===== config.mk =====
export PLATFORM = sky130hd
export DESIGN_NAME = mpf_shim_stack
export DESIGN_NICKNAME = d
export VERILOG_FILES = /design/src/mpf_pkg.sv /design/src/mpf_shim_stack.sv /design/src/mpf_wr_order.sv /design/src/mpf_rsp_order.sv
export SDC_FILE = /design/constraint.sdc
export NUM_CORES = 2
export LEC_CHECK = 0
export BUFFER_PORTS_ARGS = -buffer_cell sky130_fd_sc_hd__buf_2
export CAP_MARGIN = 10
export CORE_MARGIN = 1
export CORE_UTILIZATION = 24
export DETAILED_ROUTE_END_ITERATION = 8
export PLACE_DENSITY_LB_ADDON = 0.3
export SLEW_MARGIN = 0
export SYNTH_ARGS = -nofsm -noshare
export SYNTH_HDL_FRONTEND = slang
export SYNTH_SLANG_ARGS = --single-unit

===== constraint.sdc =====
create_clock -name clk -period 9.86 [get_ports clk]
set_input_delay 0.493 -clock clk [delete_from_list [all_inputs] [get_ports clk]]
set_output_delay 0.493 -clock clk [all_outputs]
set_load 0.02 [all_outputs]

===== src/mpf_pkg.sv =====
// Lines are single 64-bit words and the reorder tag must fit in the low bits of mdata
package mpf_pkg;

    // ==================================================
    // Widths shared by every hop of the shim stack
    // ==================================================

    // Line address, one address per 64-bit line
    localparam int MPF_ADDR_W  = 16;
    localparam int MPF_DATA_W  = 64;

    // Client metadata, returned untouched with the response
    localparam int MPF_MDATA_W = 8;

    // ==================================================
    // Request and response words
    // ==================================================

    // One request per cycle while valid is high, spending one credit
    typedef struct packed {
        logic                   valid;
        logic                   is_write;
        logic [MPF_ADDR_W-1:0]  addr;
        logic [MPF_DATA_W-1:0]  data;
        logic [MPF_MDATA_W-1:0] mdata;
    } mpf_req_t;

    // Responses have no back-pressure
    // Write responses leave data at zero
    typedef struct packed {
        logic                   valid;
        logic                   is_write;
        logic [MPF_DATA_W-1:0]  data;
        logic [MPF_MDATA_W-1:0] mdata;
    } mpf_rsp_t;

    // ==================================================
    // Helpers
    // ==================================================

    // Number of bits needed to index a ring of the given depth
    // A depth of one still gets a one-bit index
    function automatic int mpf_tag_w(input int depth);
        int w;
        w = 0;
        while ((1 << w) < depth)
        begin
            w++;
        end
        return (w < 1) ? 1 : w;
    endfunction

endpackage

===== src/mpf_shim_stack.sv =====
// Client must respect its ROB_DEPTH credits and accept every response; memory may answer out of order
`timescale 1ns/1ps

module mpf_shim_stack
    import mpf_pkg::*;
#(
    parameter int ROB_DEPTH   = 8,
    parameter int WRO_DEPTH   = 4,
    parameter int FIU_CREDITS = 4
)
(
    input  logic     clk,
    input  logic     arst_n,
    input  mpf_req_t afu_req,
    output logic     afu_credit,
    output mpf_rsp_t afu_rsp,
    output mpf_req_t fiu_req,
    input  logic     fiu_credit,
    input  mpf_rsp_t fiu_rsp
);

    // Hop between the two shims, with tags already in mdata
    mpf_req_t mid_req;
    logic     mid_credit;
    mpf_rsp_t mid_rsp;

    // ==================================================
    // Response ordering, closest to the client
    // ==================================================

    // Restores client mdata and returns responses in request order
    mpf_rsp_order #(
        .ROB_DEPTH  (ROB_DEPTH),
        .WRO_DEPTH  (WRO_DEPTH)
    ) u_rsp_order (
        .clk        (clk),
        .arst_n     (arst_n),
        .afu_req    (afu_req),
        .afu_credit (afu_credit),
        .afu_rsp    (afu_rsp),
        .fiu_req    (mid_req),
        .fiu_credit (mid_credit),
        .fiu_rsp    (mid_rsp)
    );

    // ==================================================
    // Write ordering, closest to the memory port
    // ==================================================

    // Holds back same-line hazards using the tags assigned above
    mpf_wr_order #(
        .ROB_DEPTH   (ROB_DEPTH),
        .WRO_DEPTH   (WRO_DEPTH),
        .FIU_CREDITS (FIU_CREDITS)
    ) u_wr_order (
        .clk        (clk),
        .arst_n     (arst_n),
        .up_req     (mid_req),
        .up_credit  (mid_credit),
        .up_rsp     (mid_rsp),
        .fiu_req    (fiu_req),
        .fiu_credit (fiu_credit),
        .fiu_rsp    (fiu_rsp)
    );

endmodule


===== src/mpf_wr_order.sv =====
// Tags in mdata must be unique among in-flight requests, as the reorder shim above provides
`timescale 1ns/1ps

module mpf_wr_order
    import mpf_pkg::*;
#(
    parameter int ROB_DEPTH   = 8,
    parameter int WRO_DEPTH   = 4,
    parameter int FIU_CREDITS = 4
)
(
    input  logic     clk,
    input  logic     arst_n,
    input  mpf_req_t up_req,
    output logic     up_credit,
    output mpf_rsp_t up_rsp,
    output mpf_req_t fiu_req,
    input  logic     fiu_credit,
    input  mpf_rsp_t fiu_rsp
);

    localparam int TAG_W = mpf_tag_w(ROB_DEPTH);
    localparam int PTR_W = mpf_tag_w(WRO_DEPTH);
    localparam int CNT_W = $clog2(WRO_DEPTH + 1);
    localparam int CRD_W = $clog2(FIU_CREDITS + 1);

    // What the conflict check needs to know about a request at memory
    typedef struct packed {
        logic                  is_write;
        logic [MPF_ADDR_W-1:0] addr;
    } wro_entry_t;

    // Request FIFO, sized by the credits handed upstream
    mpf_req_t              fifo_mem [WRO_DEPTH];
    logic [PTR_W-1:0]      wr_ptr;
    logic [PTR_W-1:0]      rd_ptr;
    logic [CNT_W-1:0]      fifo_cnt;
    logic                  fifo_empty;

    // In-flight table, one entry per reorder tag
    wro_entry_t            tbl [ROB_DEPTH];
    logic [ROB_DEPTH-1:0]  tbl_valid;

    // Credits held for the memory port
    logic [CRD_W-1:0]      fiu_cnt;

    mpf_req_t              head;
    logic [TAG_W-1:0]      head_tag;
    logic [TAG_W-1:0]      rsp_tag;
    logic                  conflict;
    logic                  issue_go;
    logic                  push;
    logic                  pop;

    assign fifo_empty = (fifo_cnt == '0);
    assign head       = fifo_empty ? up_req : fifo_mem[rd_ptr];
    assign head_tag   = head.mdata[TAG_W-1:0];
    assign rsp_tag    = fiu_rsp.mdata[TAG_W-1:0];

    // ==================================================
    // Same-line conflict check
    // ==================================================

    // A write waits for anything in flight to its line
    // A read only waits for an in-flight write to its line
    always_comb
    begin
        conflict = 1'b0;
        for (int i = 0; i < ROB_DEPTH; i++)
        begin
            if (tbl_valid[i] && (tbl[i].addr == head.addr) &&
                (head.is_write || tbl[i].is_write))
            begin
                conflict = 1'b1;
            end
        end
    end

    // An empty FIFO lets the arriving request issue without being stored
    assign issue_go = head.valid && !conflict && (fiu_cnt != '0);
    assign push     = up_req.valid && !(fifo_empty && issue_go);
    assign pop      = issue_go && !fifo_empty;

    // Payload storage, guarded by fifo_cnt and tbl_valid
    always_ff @(posedge clk)
    begin
        if (push)
        begin
            fifo_mem[wr_ptr] <= up_req;
        end
        if (issue_go)
        begin
            tbl[head_tag] <= '{is_write: head.is_write, addr: head.addr};
        end
    end

    always_ff @(posedge clk or negedge arst_n)
    begin
        if (!arst_n)
        begin
            wr_ptr    <= '0;
            rd_ptr    <= '0;
            fifo_cnt  <= '0;
            tbl_valid <= '0;
            fiu_cnt   <= CRD_W'(FIU_CREDITS);
            fiu_req   <= '0;
            up_credit <= 1'b0;
            up_rsp    <= '0;
        end
        else
        begin
            // Pointers wrap at the depth, which need not be a power of two
            if (push)
            begin
                wr_ptr <= (wr_ptr == PTR_W'(WRO_DEPTH - 1)) ? '0 : wr_ptr + 1'b1;
            end
            if (pop)
            begin
                rd_ptr <= (rd_ptr == PTR_W'(WRO_DEPTH - 1)) ? '0 : rd_ptr + 1'b1;
            end
            fifo_cnt <= fifo_cnt + CNT_W'(push) - CNT_W'(pop);

            // Entries drop as their response passes, then the new issue sets its own
            if (fiu_rsp.valid)
            begin
                tbl_valid[rsp_tag] <= 1'b0;
            end
            if (issue_go)
            begin
                tbl_valid[head_tag] <= 1'b1;
            end

            fiu_req   <= issue_go ? head : '0;
            up_credit <= issue_go;
            fiu_cnt   <= fiu_cnt + CRD_W'(fiu_credit) - CRD_W'(issue_go);

            // Responses pass through one register stage unchanged
            up_rsp <= fiu_rsp;
        end
    end

    // ==================================================
    // Checks
    // ==================================================

    // The memory port never returns more credits than it handed out
    a_fiu_credit_bound: assert property (@(posedge clk) disable iff (!arst_n)
        fiu_cnt <= CRD_W'(FIU_CREDITS));

    // Tags from the reorder shim are not reused before their response came back
    a_tag_unique: assert property (@(posedge clk) disable iff (!arst_n)
        issue_go |-> !tbl_valid[head_tag]);

endmodule


===== src/mpf_rsp_order.sv =====
// ROB_DEPTH must be a power of two up to 128; the client must never send without a credit
`timescale 1ns/1ps

module mpf_rsp_order
    import mpf_pkg::*;
#(
    parameter int ROB_DEPTH = 8,
    parameter int WRO_DEPTH = 4
)
(
    input  logic     clk,
    input  logic     arst_n,
    input  mpf_req_t afu_req,
    output logic     afu_credit,
    output mpf_rsp_t afu_rsp,
    output mpf_req_t fiu_req,
    input  logic     fiu_credit,
    input  mpf_rsp_t fiu_rsp
);

    localparam int TAG_W = mpf_tag_w(ROB_DEPTH);
    localparam int CNT_W = $clog2(WRO_DEPTH + 1);

    // Pointers carry one extra bit so a full ring differs from an empty one
    logic [TAG_W:0]         alloc_ptr;
    logic [TAG_W:0]         issue_ptr;
    logic [TAG_W:0]         retire_ptr;
    logic [TAG_W:0]         occupancy;
    logic [TAG_W:0]         outstanding;
    logic [TAG_W-1:0]       retire_idx;
    logic [TAG_W-1:0]       rsp_tag;
    logic [TAG_W-1:0]       rsp_rel;

    // Slot storage, the original request and the returned read data
    mpf_req_t               slot_req  [ROB_DEPTH];
    logic [MPF_DATA_W-1:0]  slot_data [ROB_DEPTH];
    logic [ROB_DEPTH-1:0]   slot_done;

    // Credits held for the write-order shim below
    logic [CNT_W-1:0]       dn_cnt;

    logic                   ring_empty;
    logic                   issue_go;
    mpf_req_t               issue_out;
    logic                   rsp_hit;
    logic                   retire_go;
    mpf_rsp_t               retire_out;

    assign retire_idx  = retire_ptr[TAG_W-1:0];
    assign rsp_tag     = fiu_rsp.mdata[TAG_W-1:0];
    assign rsp_rel     = rsp_tag - retire_idx;
    assign occupancy   = alloc_ptr - retire_ptr;
    assign outstanding = issue_ptr - retire_ptr;
    assign ring_empty  = (issue_ptr == alloc_ptr);

    // ==================================================
    // Issue toward the write-order shim
    // ==================================================

    // With nothing waiting in the ring a new request bypasses storage,
    // so it reaches the output register in the cycle it arrives
    // Its slot index equals issue_ptr in both cases
    always_comb
    begin
        issue_out = ring_empty ? afu_req : slot_req[issue_ptr[TAG_W-1:0]];
        issue_go  = (ring_empty ? afu_req.valid : 1'b1) && (dn_cnt != '0);
        issue_out.valid = issue_go;
        issue_out.mdata = MPF_MDATA_W'(issue_ptr[TAG_W-1:0]);
    end

    // ==================================================
    // Retire toward the client
    // ==================================================

    // A response for the head slot retires straight from the input
    // Later slots park their data until the head catches up
    always_comb
    begin
        rsp_hit   = fiu_rsp.valid && (rsp_tag == retire_idx);
        retire_go = (retire_ptr != issue_ptr) && (slot_done[retire_idx] || rsp_hit);
        retire_out.valid    = retire_go;
        retire_out.is_write = slot_req[retire_idx].is_write;
        retire_out.mdata    = slot_req[retire_idx].mdata;
        retire_out.data     = slot_done[retire_idx] ? slot_data[retire_idx] : fiu_rsp.data;
        // Writes never return data to the client
        if (slot_req[retire_idx].is_write)
        begin
            retire_out.data = '0;
        end
    end

    // Slot storage needs no reset since slot_done and the pointers guard it
    always_ff @(posedge clk)
    begin
        if (afu_req.valid)
        begin
            slot_req[alloc_ptr[TAG_W-1:0]] <= afu_req;
        end
        if (fiu_rsp.valid)
        begin
            slot_data[rsp_tag] <= fiu_rsp.data;
        end
    end

    always_ff @(posedge clk or negedge arst_n)
    begin
        if (!arst_n)
        begin
            alloc_ptr  <= '0;
            issue_ptr  <= '0;
            retire_ptr <= '0;
            dn_cnt     <= CNT_W'(WRO_DEPTH);
            slot_done  <= '0;
            fiu_req    <= '0;
            afu_rsp    <= '0;
            afu_credit <= 1'b0;
        end
        else
        begin
            if (afu_req.valid)
            begin
                alloc_ptr <= alloc_ptr + 1'b1;
            end

            // Registered downstream request, zero when idle
            fiu_req <= issue_go ? issue_out : '0;
            if (issue_go)
            begin
                issue_ptr <= issue_ptr + 1'b1;
            end
            dn_cnt <= dn_cnt + CNT_W'(fiu_credit) - CNT_W'(issue_go);

            // Mark arrivals first, so a bypassed head retire below clears its own mark
            if (fiu_rsp.valid)
            begin
                slot_done[rsp_tag] <= 1'b1;
            end

            // The client credit rides with the retired response
            afu_rsp    <= retire_go ? retire_out : '0;
            afu_credit <= retire_go;
            if (retire_go)
            begin
                slot_done[retire_idx] <= 1'b0;
                retire_ptr <= retire_ptr + 1'b1;
            end
        end
    end

    // ==================================================
    // Checks
    // ==================================================

    // The client credit count must keep it from sending into a full ring
    a_no_overflow: assert property (@(posedge clk) disable iff (!arst_n)
        afu_req.valid |-> (occupancy != (TAG_W + 1)'(ROB_DEPTH)));

    // The memory side must echo tags of issued slots still waiting for data
    a_rsp_tag_live: assert property (@(posedge clk) disable iff (!arst_n)
        fiu_rsp.valid |-> (({1'b0, rsp_rel} < outstanding) && !slot_done[rsp_tag]));

endmodule


==> results.txt <==
Hold WC Path Type - in2reg
top area cells in the synthesized netlist - edfxtp_1 (65%), mux4_2 (11%), dfrtp_1 (11%), nand2_1 (1.5%), mux2i_1 (1.2%)
first-pass GRT wire length - 306000 um
max-capacitance violation count - 0
crit start category - flop
NumNets Final - 4821
Max Slew Vio Count - 0
largest net degree at the start of global routing - 163
Layout Utilization - 29.1%
Max transition margin - 26.4%
GR Util All Layers - 12.6%
Max clock buf depth - 4
area grow syn2layout - 20.5%
RePlAce Congestion - 0.817
Setup CP Type - reg2reg
setup TNS - 0 ns
switch share - 34.9%
critical path endpoint category - flop
PortBufs - 320
post-cts sizing count - 0
vias per cell - 4.35
most frequent cell after synthesis - edfxtp_1
Pint - 20.8 mW
hold path start - fiu_rsp[20]
initial antenna violation count - 69
RSZ-0062 raised after global routing - no
Netlist cell types - 81
drt wl/cell - 23.2 um
worst skew pair latency - 0.89 ns
GR Overflow Total - 0
register clock-pin slew on the reported worst setup and hold paths - 0.06 ns
power per cell area - 337 nW/um^2
DRT Wirelength - 213000 um
main flop type after synthesis - edfxtp_1
Setup Skew - 0.0676 ns
outcome - finished clean
DRC viols - 0
register share of total power - 41.7%
final worst slack - 3.77 ns
Die W - 574 um
synth cell count leaders - edfxtp_1 (1700), mux4_2 (395), dfrtp_1 (352), nand2_1 (321), nor2_1 (216)
layout cells sized above 1 - 25.0%
min Tclk post-route - 6.09 ns
CP startpoint - u_wr_order.fifo_cnt[1]
share of the synthesized area in the top cell type - 65.0%
Die H - 574 um
endpoints failing hold - 0
Syn. warnings - 0
Synth async-reset ratio - 17.2%
row cnt - 209
DR iter-0 viols - 2859
antenna-violating nets left - 0
flops & latches, synth - 2054
Tightest Pin Transition - 1.10 ns
TritonRoute pass-1 iters - 5
worst setup slack after placement - 3.81 ns
reg2reg start - u_wr_order.fifo_cnt[1]
fmax - 164 MHz
Post-synth EDFFs - 1700
Clk network pwr share - 26.9%
Top Ports - 332
sequential area share after synthesis - 76.3%
Worst Path Required - 10.33 ns
die area - 329000 sq um
Finished Cell Area - 94600 sq um
vias post-DR - 39900
critical path arrival - 6.55 ns
crit path max fanout - 64
core area - 325000 sq um
TritonCTS Buffers - 226
Psw - 11.1 mW
Clock Sinks - 2054
Gate Count Post-Synth - 4087
CTS tree - built
dpl hpwl - 123000 um
Static Leak - 32.2 nW
WHS - 0.238 ns
CTS root buf - clkbuf_16
H-tree Lvls - 4
maximum vdd drop - 0.000259 V
final number of setup-violating endpoints - 0
Final period util - 61.7%
starting density of the core - 24.2%
DP Area - 85400 sq um
combinational power share - 31.4%
syn_area_per_cell - 19.2 sq um
R2R setup slack - 3.77 ns
vias in the first global route - 41600
Syn Std Cell Area - 78500 sq um
leading area contributor after synthesis - edfxtp_1
==> per-stage QoR <==
stage / power, mW / instances
finish: 31.9 / 9165
detailed placement: 23.7 / 8574
CTS: 32.5 / 9156
global placement: 23.6 / 8574
floorplan: 19.7 / 4091
global route: 33.5 / 9161
==> worst max-delay path: stages (launching register included) <==
cell	delay, ns
dfrtp_1	0.58
or3_4	0.32
buf_4	0.67
nand2_2	0.25
and2_1	0.41
a221o_1	0.42
or4_1	0.54
o22ai_1	0.26
a311oi_2	0.16
a31oi_4	0.43
and2_4	0.74
buf_4	0.70
==> routing by layer <==
metal / vias to the layer above / GRT usage [%] / part of all wire, %
met5: - / 0 / 0.11
met4: 38 / 3.37 / 2.5
met3: 355 / 2.04 / 4.7
met2: 975 / 20.7 / 48
met1: 21200 / 17.3 / 45
li1: 17300 / - / -
==> state kept, by name (all words and copies together) (netlist names), 3 cells and up <==
signal and count:
u_rsp_order.slot_data 512, u_wr_order.fiu_cnt 3, u_rsp_order.retire_ptr 4, u_wr_order.up_rsp 68, u_wr_order.fifo_cnt 3, u_rsp_order.slot_done 8
u_wr_order.tbl 136, u_wr_order.fifo_mem 340, u_rsp_order.fiu_req 85, u_rsp_order.issue_ptr 4, u_rsp_order.slot_req 712, u_wr_order.tbl_valid 8
u_rsp_order.afu_rsp 73, u_rsp_order.dn_cnt 3, u_rsp_order.alloc_ptr 4, u_wr_order.fiu_req 85
==> logic make-up after synthesis <==
group,count (synthesis),share of synthesized area (%)
XOR/XNOR,165,1.85
buffers and inverters,311,1.68
multiplexers,497,12.7
other,1,0.00478
AO/OA/AOI/OAI,369,3.46
adder cells (fa/ha/maj),17,0.300
flip-flops,2054,76.3
AND/OR/NAND/NOR,673,3.66
==> power groups by stage <==
| stage | registers, mW | logic [mW] | clock network (mW) |
|---|---|---|---|
| finish | 13.3 | 10.0 | 8.57 |
| global route | 13.5 | 10.9 | 9.13 |
| CTS | 13.4 | 10.3 | 8.82 |
| detailed placement | 13.5 | 10.2 | 0 |
| global placement | 13.4 | 10.2 | 0 |
| floorplan | 13.0 | 6.71 | 0 |
==> path summary, 6_finish.rpt <==
kind                                              endpoint  cells after the start
worst max-delay path             u_wr_order.fifo_mem[1][9]                     11
worst min-delay path                 u_wr_order.up_rsp[20]                      2
worst max register to register   u_wr_order.fifo_mem[1][9]                     11
worst min register to register  u_wr_order.fifo_mem[2][71]                      0
max in group asynchronous           u_wr_order.fiu_req[29]                      4
min in group asynchronous          u_rsp_order.afu_rsp[57]                      2
==> layout by cell type (no fill, tap or decap), types with 8 or more instances in the layout <==
cell	synthesis	layout
nand3_1	13	13
mux2i_1	92	92
clkbuf_1	133	48
dlygate4sd3_1	0	160
nor2_1	216	204
dfrtp_4	0	8
nor2_4	0	12
clkinv_2	0	44
edfxtp_1	1700	1700
nand2b_1	16	16
a21oi_1	95	95
o31ai_1	9	9
a211oi_1	87	87
xor2_1	79	79
bufinv_16	0	25
buf_4	15	74
clkbuf_16	0	230
buf_2	26	319
clkinv_1	1	33
mux4_2	395	395
a311oi_1	68	68
clkinvlp_4	0	8
inv_1	67	66
dfrtp_1	352	344
nor3b_1	12	12
ha_1	14	14
nor3_1	32	20
a22oi_1	9	9
xnor2_1	85	85
nor3_4	0	8
diode_2	0	9
nor4_1	11	11
clkbuf_8	0	21
nand4_1	16	16
a31oi_1	8	8
a2111oi_0	11	11
nand2_1	321	318
o21ai_0	15	15
==> timing repair <==
action | 4_1_cts | 5_1_grt
setup buffers | 0 | 0
hold buffers | 160 | 0
endpoints found under the hold margin | 954 | 0
==> area by class of cell <==
type                    count  area (sq um)
inverters                  71           267
well taps                4325          5410
fillers                 32100        230000
repair buffers            558          3850
clock buffers             299          6220
clock inverters           123          1320
multi-input cells        1726         17500
diodes                      9          22.5
flip-flops and latches   2054         59900
(Power assumes the default switching activity.)
